### src/hw/heat_cfg.svh
`ifndef HEAT_CFG_SVH
`define HEAT_CFG_SVH

// number of devices held by one thread, a power of two from 2 to 64.
`define HEAT_DEVICES 8

`define HEAT_IDX_W $clog2(`HEAT_DEVICES)

// temperatures and weights are signed Q8.8.
`define HEAT_FRAC 8

`endif
### src/hw/heat_ctrl_pkg.sv
package heat_ctrl_pkg;

    // operation issued on the state port in a given cycle.
    typedef enum logic [1:0] {
        OP_IDLE,
        OP_SEND,
        OP_RECV
    } heat_op_e;

    // busy means a send is parked behind a receive.
    typedef enum logic {
        SCHED_IDLE,
        SCHED_BUSY
    } sched_state_e;

endpackage

### src/hw/heat_types_pkg.sv
`include "heat_cfg.svh"

package heat_types_pkg;

    // signed Q8.8 value, used for temperatures and for weights.
    typedef logic signed [15:0] temp_t;

    typedef struct packed {
        logic  is_dirichlet;
        logic  is_designated;
        temp_t init_value;
        temp_t self_weight;
    } dev_props_t;

    typedef struct packed {
        logic [15:0] t;
        temp_t       heat;
        temp_t       acc_now;
        temp_t       acc_next;
        logic [7:0]  seen_now;
        logic [7:0]  seen_next;
        logic        is_designated;
    } dev_state_t;

    // temperature packet sent to the neighbors of a device.
    typedef struct packed {
        logic [15:0] t;
        temp_t       temp;
        logic [7:0]  source;
        logic        is_designated;
    } heat_msg_t;

    // full width product, rescaled and cut back to 16 bits.
    function automatic temp_t fx_mul(input temp_t a, input temp_t b);
        logic signed [31:0] prod;
        logic signed [31:0] scaled;
        prod = a * b;
        scaled = prod >>> `HEAT_FRAC;
        return scaled[15:0];
    endfunction

endpackage

### src/hw/heat_state_if.sv
`timescale 1ns/10ps
`include "heat_cfg.svh"

interface heat_state_if;

    heat_ctrl_pkg::heat_op_e         op;
    logic [`HEAT_IDX_W-1:0]          index;
    heat_types_pkg::dev_state_t      rd_state;
    heat_types_pkg::dev_state_t      wr_state;
    logic                            wr_valid;
    heat_types_pkg::dev_props_t      props;

    modport sched (
        output op,
        output index
    );

    modport store (
        input  index,
        input  wr_state,
        input  wr_valid,
        output rd_state,
        output props
    );

    // the handler writes back one cycle after op, to the index that was issued with it.
    modport handler (
        input  op,
        input  index,
        input  rd_state,
        input  props,
        output wr_state,
        output wr_valid
    );

endinterface

### src/hw/heat_device_top.sv
`timescale 1ns/10ps
`include "heat_cfg.svh"

module heat_device_top (
    input  logic                       clk,
    input  logic                       reset_n,
    input  logic                       send_req,
    input  logic [`HEAT_IDX_W-1:0]     send_index,
    input  logic                       msg_in_valid,
    input  heat_types_pkg::heat_msg_t  msg_in,
    input  logic [`HEAT_IDX_W-1:0]     msg_dst_index,
    input  heat_types_pkg::temp_t      edge_weight,
    input  logic                       prop_wr_valid,
    input  logic [`HEAT_IDX_W-1:0]     prop_wr_index,
    input  heat_types_pkg::dev_props_t prop_wr_data,
    output heat_types_pkg::heat_msg_t  pkt_out,
    output logic                       pkt_out_valid
);

    heat_state_if st_bus ();
    heat_state_if send_bus ();
    heat_state_if recv_bus ();

    heat_device_store u_store (
        .clk           (clk),
        .reset_n       (reset_n),
        .st            (st_bus.store),
        .prop_wr_valid (prop_wr_valid),
        .prop_wr_index (prop_wr_index),
        .prop_wr_data  (prop_wr_data)
    );

    heat_device_scheduler u_sched (
        .clk        (clk),
        .reset_n    (reset_n),
        .send_req   (send_req),
        .send_index (send_index),
        .recv_req   (msg_in_valid),
        .recv_index (msg_dst_index),
        .st         (st_bus.sched)
    );

    // both handlers see the issued operation and each acts only on its own opcode.
    assign send_bus.op = st_bus.op;
    assign send_bus.index = st_bus.index;
    assign send_bus.rd_state = st_bus.rd_state;
    assign send_bus.props = st_bus.props;

    assign recv_bus.op = st_bus.op;
    assign recv_bus.index = st_bus.index;
    assign recv_bus.rd_state = st_bus.rd_state;
    assign recv_bus.props = st_bus.props;

    // at most one handler writes back in any cycle.
    assign st_bus.wr_valid = send_bus.wr_valid | recv_bus.wr_valid;
    assign st_bus.wr_state = send_bus.wr_valid ? send_bus.wr_state : recv_bus.wr_state;

    heat_send_handler u_send (
        .clk           (clk),
        .reset_n       (reset_n),
        .st            (send_bus.handler),
        .pkt_out       (pkt_out),
        .pkt_out_valid (pkt_out_valid)
    );

    heat_recv_handler u_recv (
        .clk         (clk),
        .reset_n     (reset_n),
        .st          (recv_bus.handler),
        .msg_in      (msg_in),
        .edge_weight (edge_weight)
    );

endmodule

### src/hw/heat_recv_handler.sv
`timescale 1ns/10ps

module heat_recv_handler (
    input  logic                      clk,
    input  logic                      reset_n,
    heat_state_if.handler             st,
    input  heat_types_pkg::heat_msg_t msg_in,
    input  heat_types_pkg::temp_t     edge_weight
);

    import heat_types_pkg::*;
    import heat_ctrl_pkg::*;

    heat_msg_t  msg_q;
    temp_t      weight_q;
    temp_t      prod;
    dev_state_t new_state;
    logic       wr_valid;

    // the message is accepted one edge before its operation is issued.
    always_ff @(posedge clk) begin
        msg_q <= msg_in;
        weight_q <= edge_weight;
    end

    assign prod = fx_mul(msg_q.temp, weight_q);

    always_ff @(posedge clk or negedge reset_n) begin
        if (!reset_n) begin
            wr_valid <= 1'b0;
        end else begin
            wr_valid <= (st.op == OP_RECV);
        end
    end

    // a message from a neighbor that is already one step ahead counts toward the next step.
    always_ff @(posedge clk) begin
        if (st.op == OP_RECV) begin
            new_state <= st.rd_state;
            if (msg_q.t == st.rd_state.t) begin
                new_state.acc_now <= st.rd_state.acc_now + prod;
                new_state.seen_now <= st.rd_state.seen_now + 8'd1;
            end else begin
                new_state.acc_next <= st.rd_state.acc_next + prod;
                new_state.seen_next <= st.rd_state.seen_next + 8'd1;
            end
        end
    end

    assign st.wr_state = new_state;
    assign st.wr_valid = wr_valid;

endmodule

### src/hw/heat_send_handler.sv
`timescale 1ns/10ps

module heat_send_handler (
    input  logic                      clk,
    input  logic                      reset_n,
    heat_state_if.handler             st,
    output heat_types_pkg::heat_msg_t pkt_out,
    output logic                      pkt_out_valid
);

    import heat_types_pkg::*;
    import heat_ctrl_pkg::*;

    temp_t      emit_temp;
    dev_state_t new_state;
    heat_msg_t  pkt;
    logic       wr_valid;

    // a Dirichlet device adds its fixed boundary value to the gathered heat.
    assign emit_temp = st.props.is_dirichlet ? st.rd_state.acc_now + st.props.init_value
                                             : st.rd_state.acc_now;

    always_ff @(posedge clk or negedge reset_n) begin
        if (!reset_n) begin
            pkt_out_valid <= 1'b0;
            wr_valid <= 1'b0;
        end else begin
            pkt_out_valid <= (st.op == OP_SEND);
            wr_valid <= (st.op == OP_SEND);
        end
    end

    always_ff @(posedge clk) begin
        if (st.op == OP_SEND) begin
            new_state.t <= st.rd_state.t + 16'd1;
            new_state.heat <= emit_temp;
            new_state.acc_now <= fx_mul(emit_temp, st.props.self_weight);
            new_state.acc_next <= '0;
            new_state.seen_now <= st.rd_state.seen_next;
            new_state.seen_next <= '0;
            new_state.is_designated <= st.rd_state.is_designated;

            pkt.t <= st.rd_state.t + 16'd1;
            pkt.temp <= emit_temp;
            pkt.source <= 8'(st.index);
            pkt.is_designated <= st.rd_state.is_designated;
        end
    end

    assign st.wr_state = new_state;
    assign st.wr_valid = wr_valid;
    assign pkt_out = pkt;

endmodule

### src/hw/heat_device_scheduler.sv
`timescale 1ns/10ps
`include "heat_cfg.svh"

module heat_device_scheduler (
    input  logic                   clk,
    input  logic                   reset_n,
    input  logic                   send_req,
    input  logic [`HEAT_IDX_W-1:0] send_index,
    input  logic                   recv_req,
    input  logic [`HEAT_IDX_W-1:0] recv_index,
    heat_state_if.sched            st
);

    import heat_ctrl_pkg::*;

    sched_state_e           state;
    logic [`HEAT_IDX_W-1:0] pend_index;

    always_ff @(posedge clk or negedge reset_n) begin
        if (!reset_n) begin
            st.op <= OP_IDLE;
            st.index <= '0;
            state <= SCHED_IDLE;
            pend_index <= '0;
        end else begin
            if (recv_req) begin
                // receives win, a colliding send waits in the pending slot.
                st.op <= OP_RECV;
                st.index <= recv_index;
                if (send_req) begin
                    state <= SCHED_BUSY;
                    pend_index <= send_index;
                end
            end else if (state == SCHED_BUSY) begin
                st.op <= OP_SEND;
                st.index <= pend_index;
                state <= send_req ? SCHED_BUSY : SCHED_IDLE;
                if (send_req) begin
                    pend_index <= send_index;
                end
            end else if (send_req) begin
                st.op <= OP_SEND;
                st.index <= send_index;
            end else begin
                st.op <= OP_IDLE;
            end
        end
    end

endmodule

### src/hw/heat_device_store.sv
`timescale 1ns/10ps
`include "heat_cfg.svh"

module heat_device_store (
    input  logic                       clk,
    input  logic                       reset_n,
    heat_state_if.store                st,
    input  logic                       prop_wr_valid,
    input  logic [`HEAT_IDX_W-1:0]     prop_wr_index,
    input  heat_types_pkg::dev_props_t prop_wr_data
);

    import heat_types_pkg::*;

    dev_state_t             state_mem [`HEAT_DEVICES];
    dev_props_t             props_mem [`HEAT_DEVICES];
    logic [`HEAT_IDX_W-1:0] wr_index;

    // the handler result lands one cycle after its read, so keep the index of that read.
    always_ff @(posedge clk or negedge reset_n) begin
        if (!reset_n) begin
            wr_index <= '0;
            for (int i = 0; i < `HEAT_DEVICES; i++) begin
                state_mem[i] <= '0;
                props_mem[i] <= '0;
            end
        end else begin
            wr_index <= st.index;
            if (st.wr_valid) begin
                state_mem[wr_index] <= st.wr_state;
            end
            if (prop_wr_valid) begin
                props_mem[prop_wr_index] <= prop_wr_data;
                state_mem[prop_wr_index].is_designated <= prop_wr_data.is_designated;
            end
        end
    end

    // a back-to-back operation on the same device must see the write still in flight.
    always_comb begin
        st.rd_state = state_mem[st.index];
        if (st.wr_valid && (wr_index == st.index)) begin
            st.rd_state = st.wr_state;
        end
        st.props = props_mem[st.index];
    end

endmodule

### config.mk
export PLATFORM = sky130hd
export DESIGN_NAME = heat_device_top
export DESIGN_NICKNAME = d
export VERILOG_FILES = /design/src/hw/heat_ctrl_pkg.sv /design/src/hw/heat_types_pkg.sv /design/src/hw/heat_state_if.sv /design/src/hw/heat_device_top.sv /design/src/hw/heat_recv_handler.sv /design/src/hw/heat_send_handler.sv /design/src/hw/heat_device_scheduler.sv /design/src/hw/heat_device_store.sv
export VERILOG_INCLUDE_DIRS = /design/src /design/src/hw
export SDC_FILE = /design/constraint.sdc
export NUM_CORES = 2
export LEC_CHECK = 0
export CAP_MARGIN = 15
export CORE_ASPECT_RATIO = 2
export CORE_MARGIN = 3
export CORE_UTILIZATION = 45
export DETAILED_ROUTE_END_ITERATION = 12
export DONT_BUFFER_PORTS = 1
export HOLD_SLACK_MARGIN = 0.08
export REMOVE_ABC_BUFFERS = 1
export SYNTH_ARGS = -nofsm -noshare
export SYNTH_HDL_FRONTEND = slang
export SYNTH_SLANG_ARGS = --single-unit
### constraint.sdc
create_clock -name clk -period 16.4 [get_ports clk]
set_input_delay 0 -clock clk [delete_from_list [all_inputs] [get_ports clk]]
set_output_delay 0 -clock clk [all_outputs]
set_load 0.02 [all_outputs]
---- Word-level counts from Yosys, hierarchy flattened ----
Cells that the tools add are included.
cells by class
  add/subtract/negate cells ............... 6
  multiply operators ...................... 2
  order comparisons ....................... 5
  equal/unequal tests ..................... 5
  multiplexer cells ....................... 37
  bitwise operators ....................... 4
  reduce and logical (&&, ||, !) cells .... 5
operator list
  cell                                                                   number
  648-bit bitwise mux                                                    2
  648-bit two-way mux                                                    2
  81-bit demux with 3-bit select                                         2
  81-bit two-way mux                                                     5
  272-bit bitwise mux                                                    1
  81-bit binary-select mux with 3-bit select                             1
  34-bit binary-select mux with 3-bit select                             1
  34-bit demux with 3-bit select                                         1
  34-bit two-way mux                                                     3
  16-bit adder                                                           3
  16-bit by 16-bit multiplier with 24-bit output                         2
  16-bit two-way mux                                                     3
  3-bit two-way mux                                                      6
  16-bit by 1-bit adder with 16-bit output (second input constant)       1
  8-bit by 1-bit adder with 8-bit output (second input constant)         2
  16-bit equality test                                                   1
  8-bit two-way mux                                                      2
  4-bit greater-or-equal comparator (second input constant)              3
  3-bit NOT with 4-bit output                                            3
  4-bit by 1-bit < comparator with 1-bit output (second input constant)  2
  1-bit two-way mux                                                      6
  2-bit two-way mux                                                      2
  3-bit equality test                                                    1
  1-bit logical AND                                                      3
  6 further kinds                                                        6
storage, ports and cells
  register bits after elaboration ......... 1123
  input port bits ......................... 105
  output and inout port bits .............. 42
  logic and storage cells ................. 175

---- Logic depth before layout (Yosys ltp) ----
  depth after elaboration ................. 9
  depth in mapped cells ................... 48

---- Hierarchy ----
Synthesis repeated with hierarchy kept, for this count alone.
unflattened totals
  cells, all modules ...................... 5031
  area, all modules ....................... 67750.0 µm²
by module, submodules not included
  module                 instances  cells an instance  area each (µm²)  seq. area each (µm²)
  heat_device_store      1          2490               42007.8          23097.2
  heat_recv_handler      1          1263               12958.7          3418.3
  heat_send_handler      1          1156               10978.0          1826.8
  heat_device_top        1          91                 1386.3           0.0
  heat_device_scheduler  1          31                 419.2            225.2

---- Worst setup path before layout ----
No wires, ideal clock.
  path type ............................... reg-to-reg
  from .................................... register u_sched.st.index[0]
  to ...................................... register u_send.new_state (netlist bit u_send.st.wr_state[48]), data pin
  library setup time ...................... 0.260 ns
  arrival time ............................ 10.765 ns
  required time ........................... 16.140 ns
  setup slack ............................. 5.375 ns
  cell stages (with the launch flop) ...... 45
  buffers on the path ..................... 11
  clock period less this slack ............ 11.025 ns
  cells stage by stage .................... dfrtp_1 -> buf_4 -> buf_6 -> buf_4 -> buf_6 -> buf_4 -> buf_4 -> buf_6 -> buf_4 -> buf_6 -> buf_4 -> buf_2 -> mux4_2 -> mux2_2 -> ha_1 -> a41oi_1 -> nand3_1 -> a41oi_1 -> [9 not listed] -> fa_1 -> fa_1 -> inv_1 -> fa_1 -> fa_1 -> inv_1 -> fa_1 -> inv_1 -> ha_1 -> and3_1 -> a221oi_1 -> o21ai_0 -> a41o_1 -> a311o_1 -> a21o_1 -> a21oi_2 -> xnor2_1 -> xnor2_1
on the way
  longest elaborated chain between the ends .. 8
  elaborated cells between the ends (all ways) .. 13
  those cells by class .................... add/sub: 1; mul: 1; eq/ne: 1; mux: 8; bitwise: 1; reduce/logical: 1
ends and longest elaborated chain
  item                                                   line                                              text
  start: declaration                                     heat_state_if.sv:15                               output index
  start signal: assignment                               heat_device_scheduler.sv:29                       st.index <= recv_index;
  start signal: assignment                               heat_device_scheduler.sv:36                       st.index <= pend_index;
  start signal: assignment                               heat_device_scheduler.sv:43                       st.index <= send_index;
  3-bit NOT with 4-bit output (not written as such)      heat_device_store.sv:41, heat_device_store.sv:45
  81-bit binary-select mux with 3-bit select             heat_device_store.sv:41                           st.rd_state = state_mem[st.index];
  81-bit two-way mux (not written as such) (2 in a row)  heat_device_store.sv:41
  81-bit two-way mux                                     heat_device_store.sv:42                           if (st.wr_valid && (wr_index == st.index)) begin
  16-bit adder                                           heat_send_handler.sv:20                           assign emit_temp = st.props.is_dirichlet ? st.rd_state.acc_now + st.props.init_value
  16-bit two-way mux (*)                                 heat_send_handler.sv:20
  via u_send.emit_temp[15]                               heat_send_handler.sv:14                           temp_t emit_temp;
  16-bit by 16-bit multiplier with 24-bit output (*)     heat_types_pkg.sv:37                              prod = a * b;
  end: declaration                                       heat_send_handler.sv:15                           dev_state_t new_state;
The timed path passes the listed nets; every way through them passes the cells marked *. The select of a mux whose other input is x is not followed.
A chain may end at the register's enable or synchronous reset.

---- Worst setup path after layout ----
Ends and elaborated chain as after synthesis.

==> run_results.csv <==
group,metric,value,unit
status,outcome,"completed",
floorplanning,dieWidth,229,um
timing,rsz0062_at_grt,"false",
global_routing,grtUsageMet1,0.236,
cts,numCtsBuffers,67,
logic_synthesis,syn_area_per_cell,11.2,um^2
critical_path,endpoint_kind,"flop",
logic_synthesis,synth-compound-area-share,0.0561,
floorplanning,io_pins,147,
logic_synthesis,synth-edff-count,85,
cts,tritoncts,"yes",
floorplanning,die_h,452,um
placement,placed_cells,5135,
logic_synthesis,synthArstFlopShare,0.803,
cells_and_area,final_nets,4698,
route,via_per_inst,5.32,
floorplanning,core,97900,um^2
logic_synthesis,synthFlopType,"dfrtp_1",
cts,cts_hold_buf,152,
critical_path,worstPathMaxFanout,72,
timing,fin_crit,11.77,ns
cells_and_area,area_delta_synth_final,11.1,%
global_routing,grt_pass1_vias,31700,
critical_path,cp_slowest_cell,"dfrtp_4",
global_routing,grt_usage,0.224,
logic_synthesis,yosys.area.top_type,"dfrtp_1",
timing,worst_slew_pin_slew,1.07,ns
floorplanning,floorplan.initialDensity,0.456,
critical_path,critPathArrivalTime,12.19,ns
floorplanning,die_area,103000,um^2
placement,hpwl,78.4,mm
logic_synthesis,synth-adder-area-share,0.216,
timing,slew_viol_final,0,
logic_synthesis,yosys.area_share.simple,0.0947,
timing,hold_viol_final,0,
timing,period_share,0.718,
logic_synthesis,ys_seq_area_frac,0.382,
global_routing,grt-busiest-layer,"met2",
logic_synthesis,synth_cell_types,69,
route,antenna_left,0,
critical_path,critPathMaxStageDelay,0.80,ns
placement,gp_congestion,0.963,
route,routedWlPerCell,20.8,um
global_routing,grt_max_degree,543,
cts,cts_root_buf,"clkbuf_16",
timing,relSlewSlack,0.266,
cells_and_area,drive_gt1_frac,0.155,
logic_synthesis,synthCells,3988,
global_routing,grt.overflow.total,0,
route,drc_errors,0,
critical_path,worst_setup_path_start_kind,"flop",
cts,clock_path_buffers,3,
logic_synthesis,synth_xor_area_frac,0.0243,
global_routing,grtUsageMet3,0.0308,
global_routing,gr-usage-met2,0.435,
global_routing,grt_pass1_wl,179,mm
critical_path,crit_top_cell,"fa_1",
timing,finalSetupTns,0,ns
logic_synthesis,synthTopCellsByArea,"dfrtp_1, fa_1, mux2_2",
cells_and_area,final_cells,5417,
cts,h-tree-depth,3,
logic_synthesis,synth_top_family_by_area,"adder cells",
cells_and_area,fillerInstances,8722,
timing,finalClockSkew,0.0392,ns
timing,setup_viol,0,
timing,max_freq,84.9,MHz
min_path,hold_path.class,"primary input to flop",
critical_path,critPathRequiredTime,16.82,ns
logic_synthesis,synthDominantCellAreaShare,0.304,
route,wirelength,113,mm
cts,clkSlewWorstSetupHoldPaths,0.07,ns
cts,post_cts_buffers,0,
global_routing,antenna_found_initial,5,
critical_path,setup.worst_path.class,"flop to flop",
floorplanning,rows,162,
logic_synthesis,synth_common_cells,"dfrtp_1, inv_1, nand2_1",
logic_synthesis,syn-cell-area,44700,um^2
logic_synthesis,yosysMostFrequentCell,"dfrtp_1",
logic_synthesis,synthMuxAreaShare,0.159,
route,first_pass_iters,5,
placement,port_buffers,0,
cts,cts.sinks,675,
route,num_vias,28800,
critical_path,regToRegSetupSlack,4.63,ns
cts,insertion_delay,0.66,ns
logic_synthesis,ys_seq_elements,675,
route,drt_iter0_drc,1446,
flow_run,cap_violations,0,
logic_synthesis,yosys_warnings,0,
cts,cts.repair.resized,0,
[worst max-delay path, delay by kind of cell (launching register included)]
family / cells / cell delay [ns]
adder cells (fa/ha/maj): 8 / 3.49
AO/OA/AOI/OAI: 12 / 2.93
AND/OR/NAND/NOR: 5 / 1.64
buffers and inverters: 7 / 1.35
flip-flops: 1 / 0.80
multiplexers: 2 / 0.71
XOR/XNOR: 3 / 0.44
[cell type report]
| type | count | area, um^2 | area share |
|---|---|---|---|
| inverters | 509 | 1910 | 0.0385 |
| clock inverters | 24 | 239 | 0.00481 |
| diodes | 4 | 10.0 | 0.000202 |
| flip-flops and latches | 675 | 17100 | 0.344 |
| multi-input cells | 2577 | 24700 | 0.497 |
| clock buffers | 98 | 1970 | 0.0396 |
| well taps | 1312 | 1640 | 0.0331 |
| repair buffers | 218 | 2110 | 0.0425 |
[final timing paths]
check / startpoint / endpoint / depth (start not counted)
worst max-delay path: u_sched.st.index[0] / u_send.st.wr_state[48] / 37
worst min-delay path: prop_wr_index[2] / u_store.props_mem[51] / 3
worst max register to register: u_sched.st.index[0] / u_send.st.wr_state[48] / 37
worst min register to register: u_store.state_mem[642] / u_store.state_mem[642] / 2
max in group asynchronous: reset_n / u_sched.st.index[1] / 5
min in group asynchronous: reset_n / u_store.state_mem[393] / 3
[layer usage]
metal	wire, um	vias to the layer above	share of wire
li1	-	13100	-
met1	40400	14900	0.36
met2	62800	555	0.56
met3	3650	262	0.032
met4	5770	2	0.051
met5	11	-	0.000098
[flip-flops by register name, summed over array words and instances, names as in the netlist, 4 cells and up]
register,cells
u_send.pkt_out,4
u_store.props_mem,264
u_recv.msg_q,32
u_recv.weight_q,16
u_recv.st.wr_state,33
u_send.st.wr_state,48
u_store.state_mem,264
[stage by stage]
stage	setup slack [ns]	hold WS, ns	area [um^2]	util
after global placement	4.66	-0.262	45800	0.468
after detailed placement	4.56	-0.264	45800	0.468
after global routing	3.86	0.111	49600	0.507
final	4.63	0.121	49600	0.507
after CTS	4.51	0.0824	49500	0.506
after floorplan	0.0389	-0.296	43600	-
[cells in the final DEF, fill, tap and decap left out, drive strengths merged, types with 6 or more instances in the layout]
master	Yosys	layout
a211oi	26	26
a21o	22	22
a21oi	215	215
and2	121	121
and3	8	8
buf	91	66
clkbuf	140	98
clkinv	5	18
dfrtp	542	542
dfxtp	48	48
dlygate4sd3	0	152
edfxtp	85	85
fa	374	374
ha	171	171
inv	504	511
mux2	298	298
mux2i	74	74
mux4	132	132
nand2	384	384
nand2b	21	21
nand3	10	10
nand4	9	9
nor2	315	315
nor2b	38	38
nor3	21	21
nor4	7	7
o21a	11	11
o21ai	132	132
o31ai	6	6
or2	6	6
xnor2	67	67
xor2	52	52
[cell families after synthesis]
logic type,Yosys count
xor gates and xnor gates,121
other,1
AOI/OAI and AO/OA,444
adders and majority gates,546
muxes,504
and+or+nand+nor,957
DFF,675
buffers and inverters,740
Power is left out: the tool's default activity adds up to more than one toggle a clock period on the data nets, which glitch-free logic cannot reach.
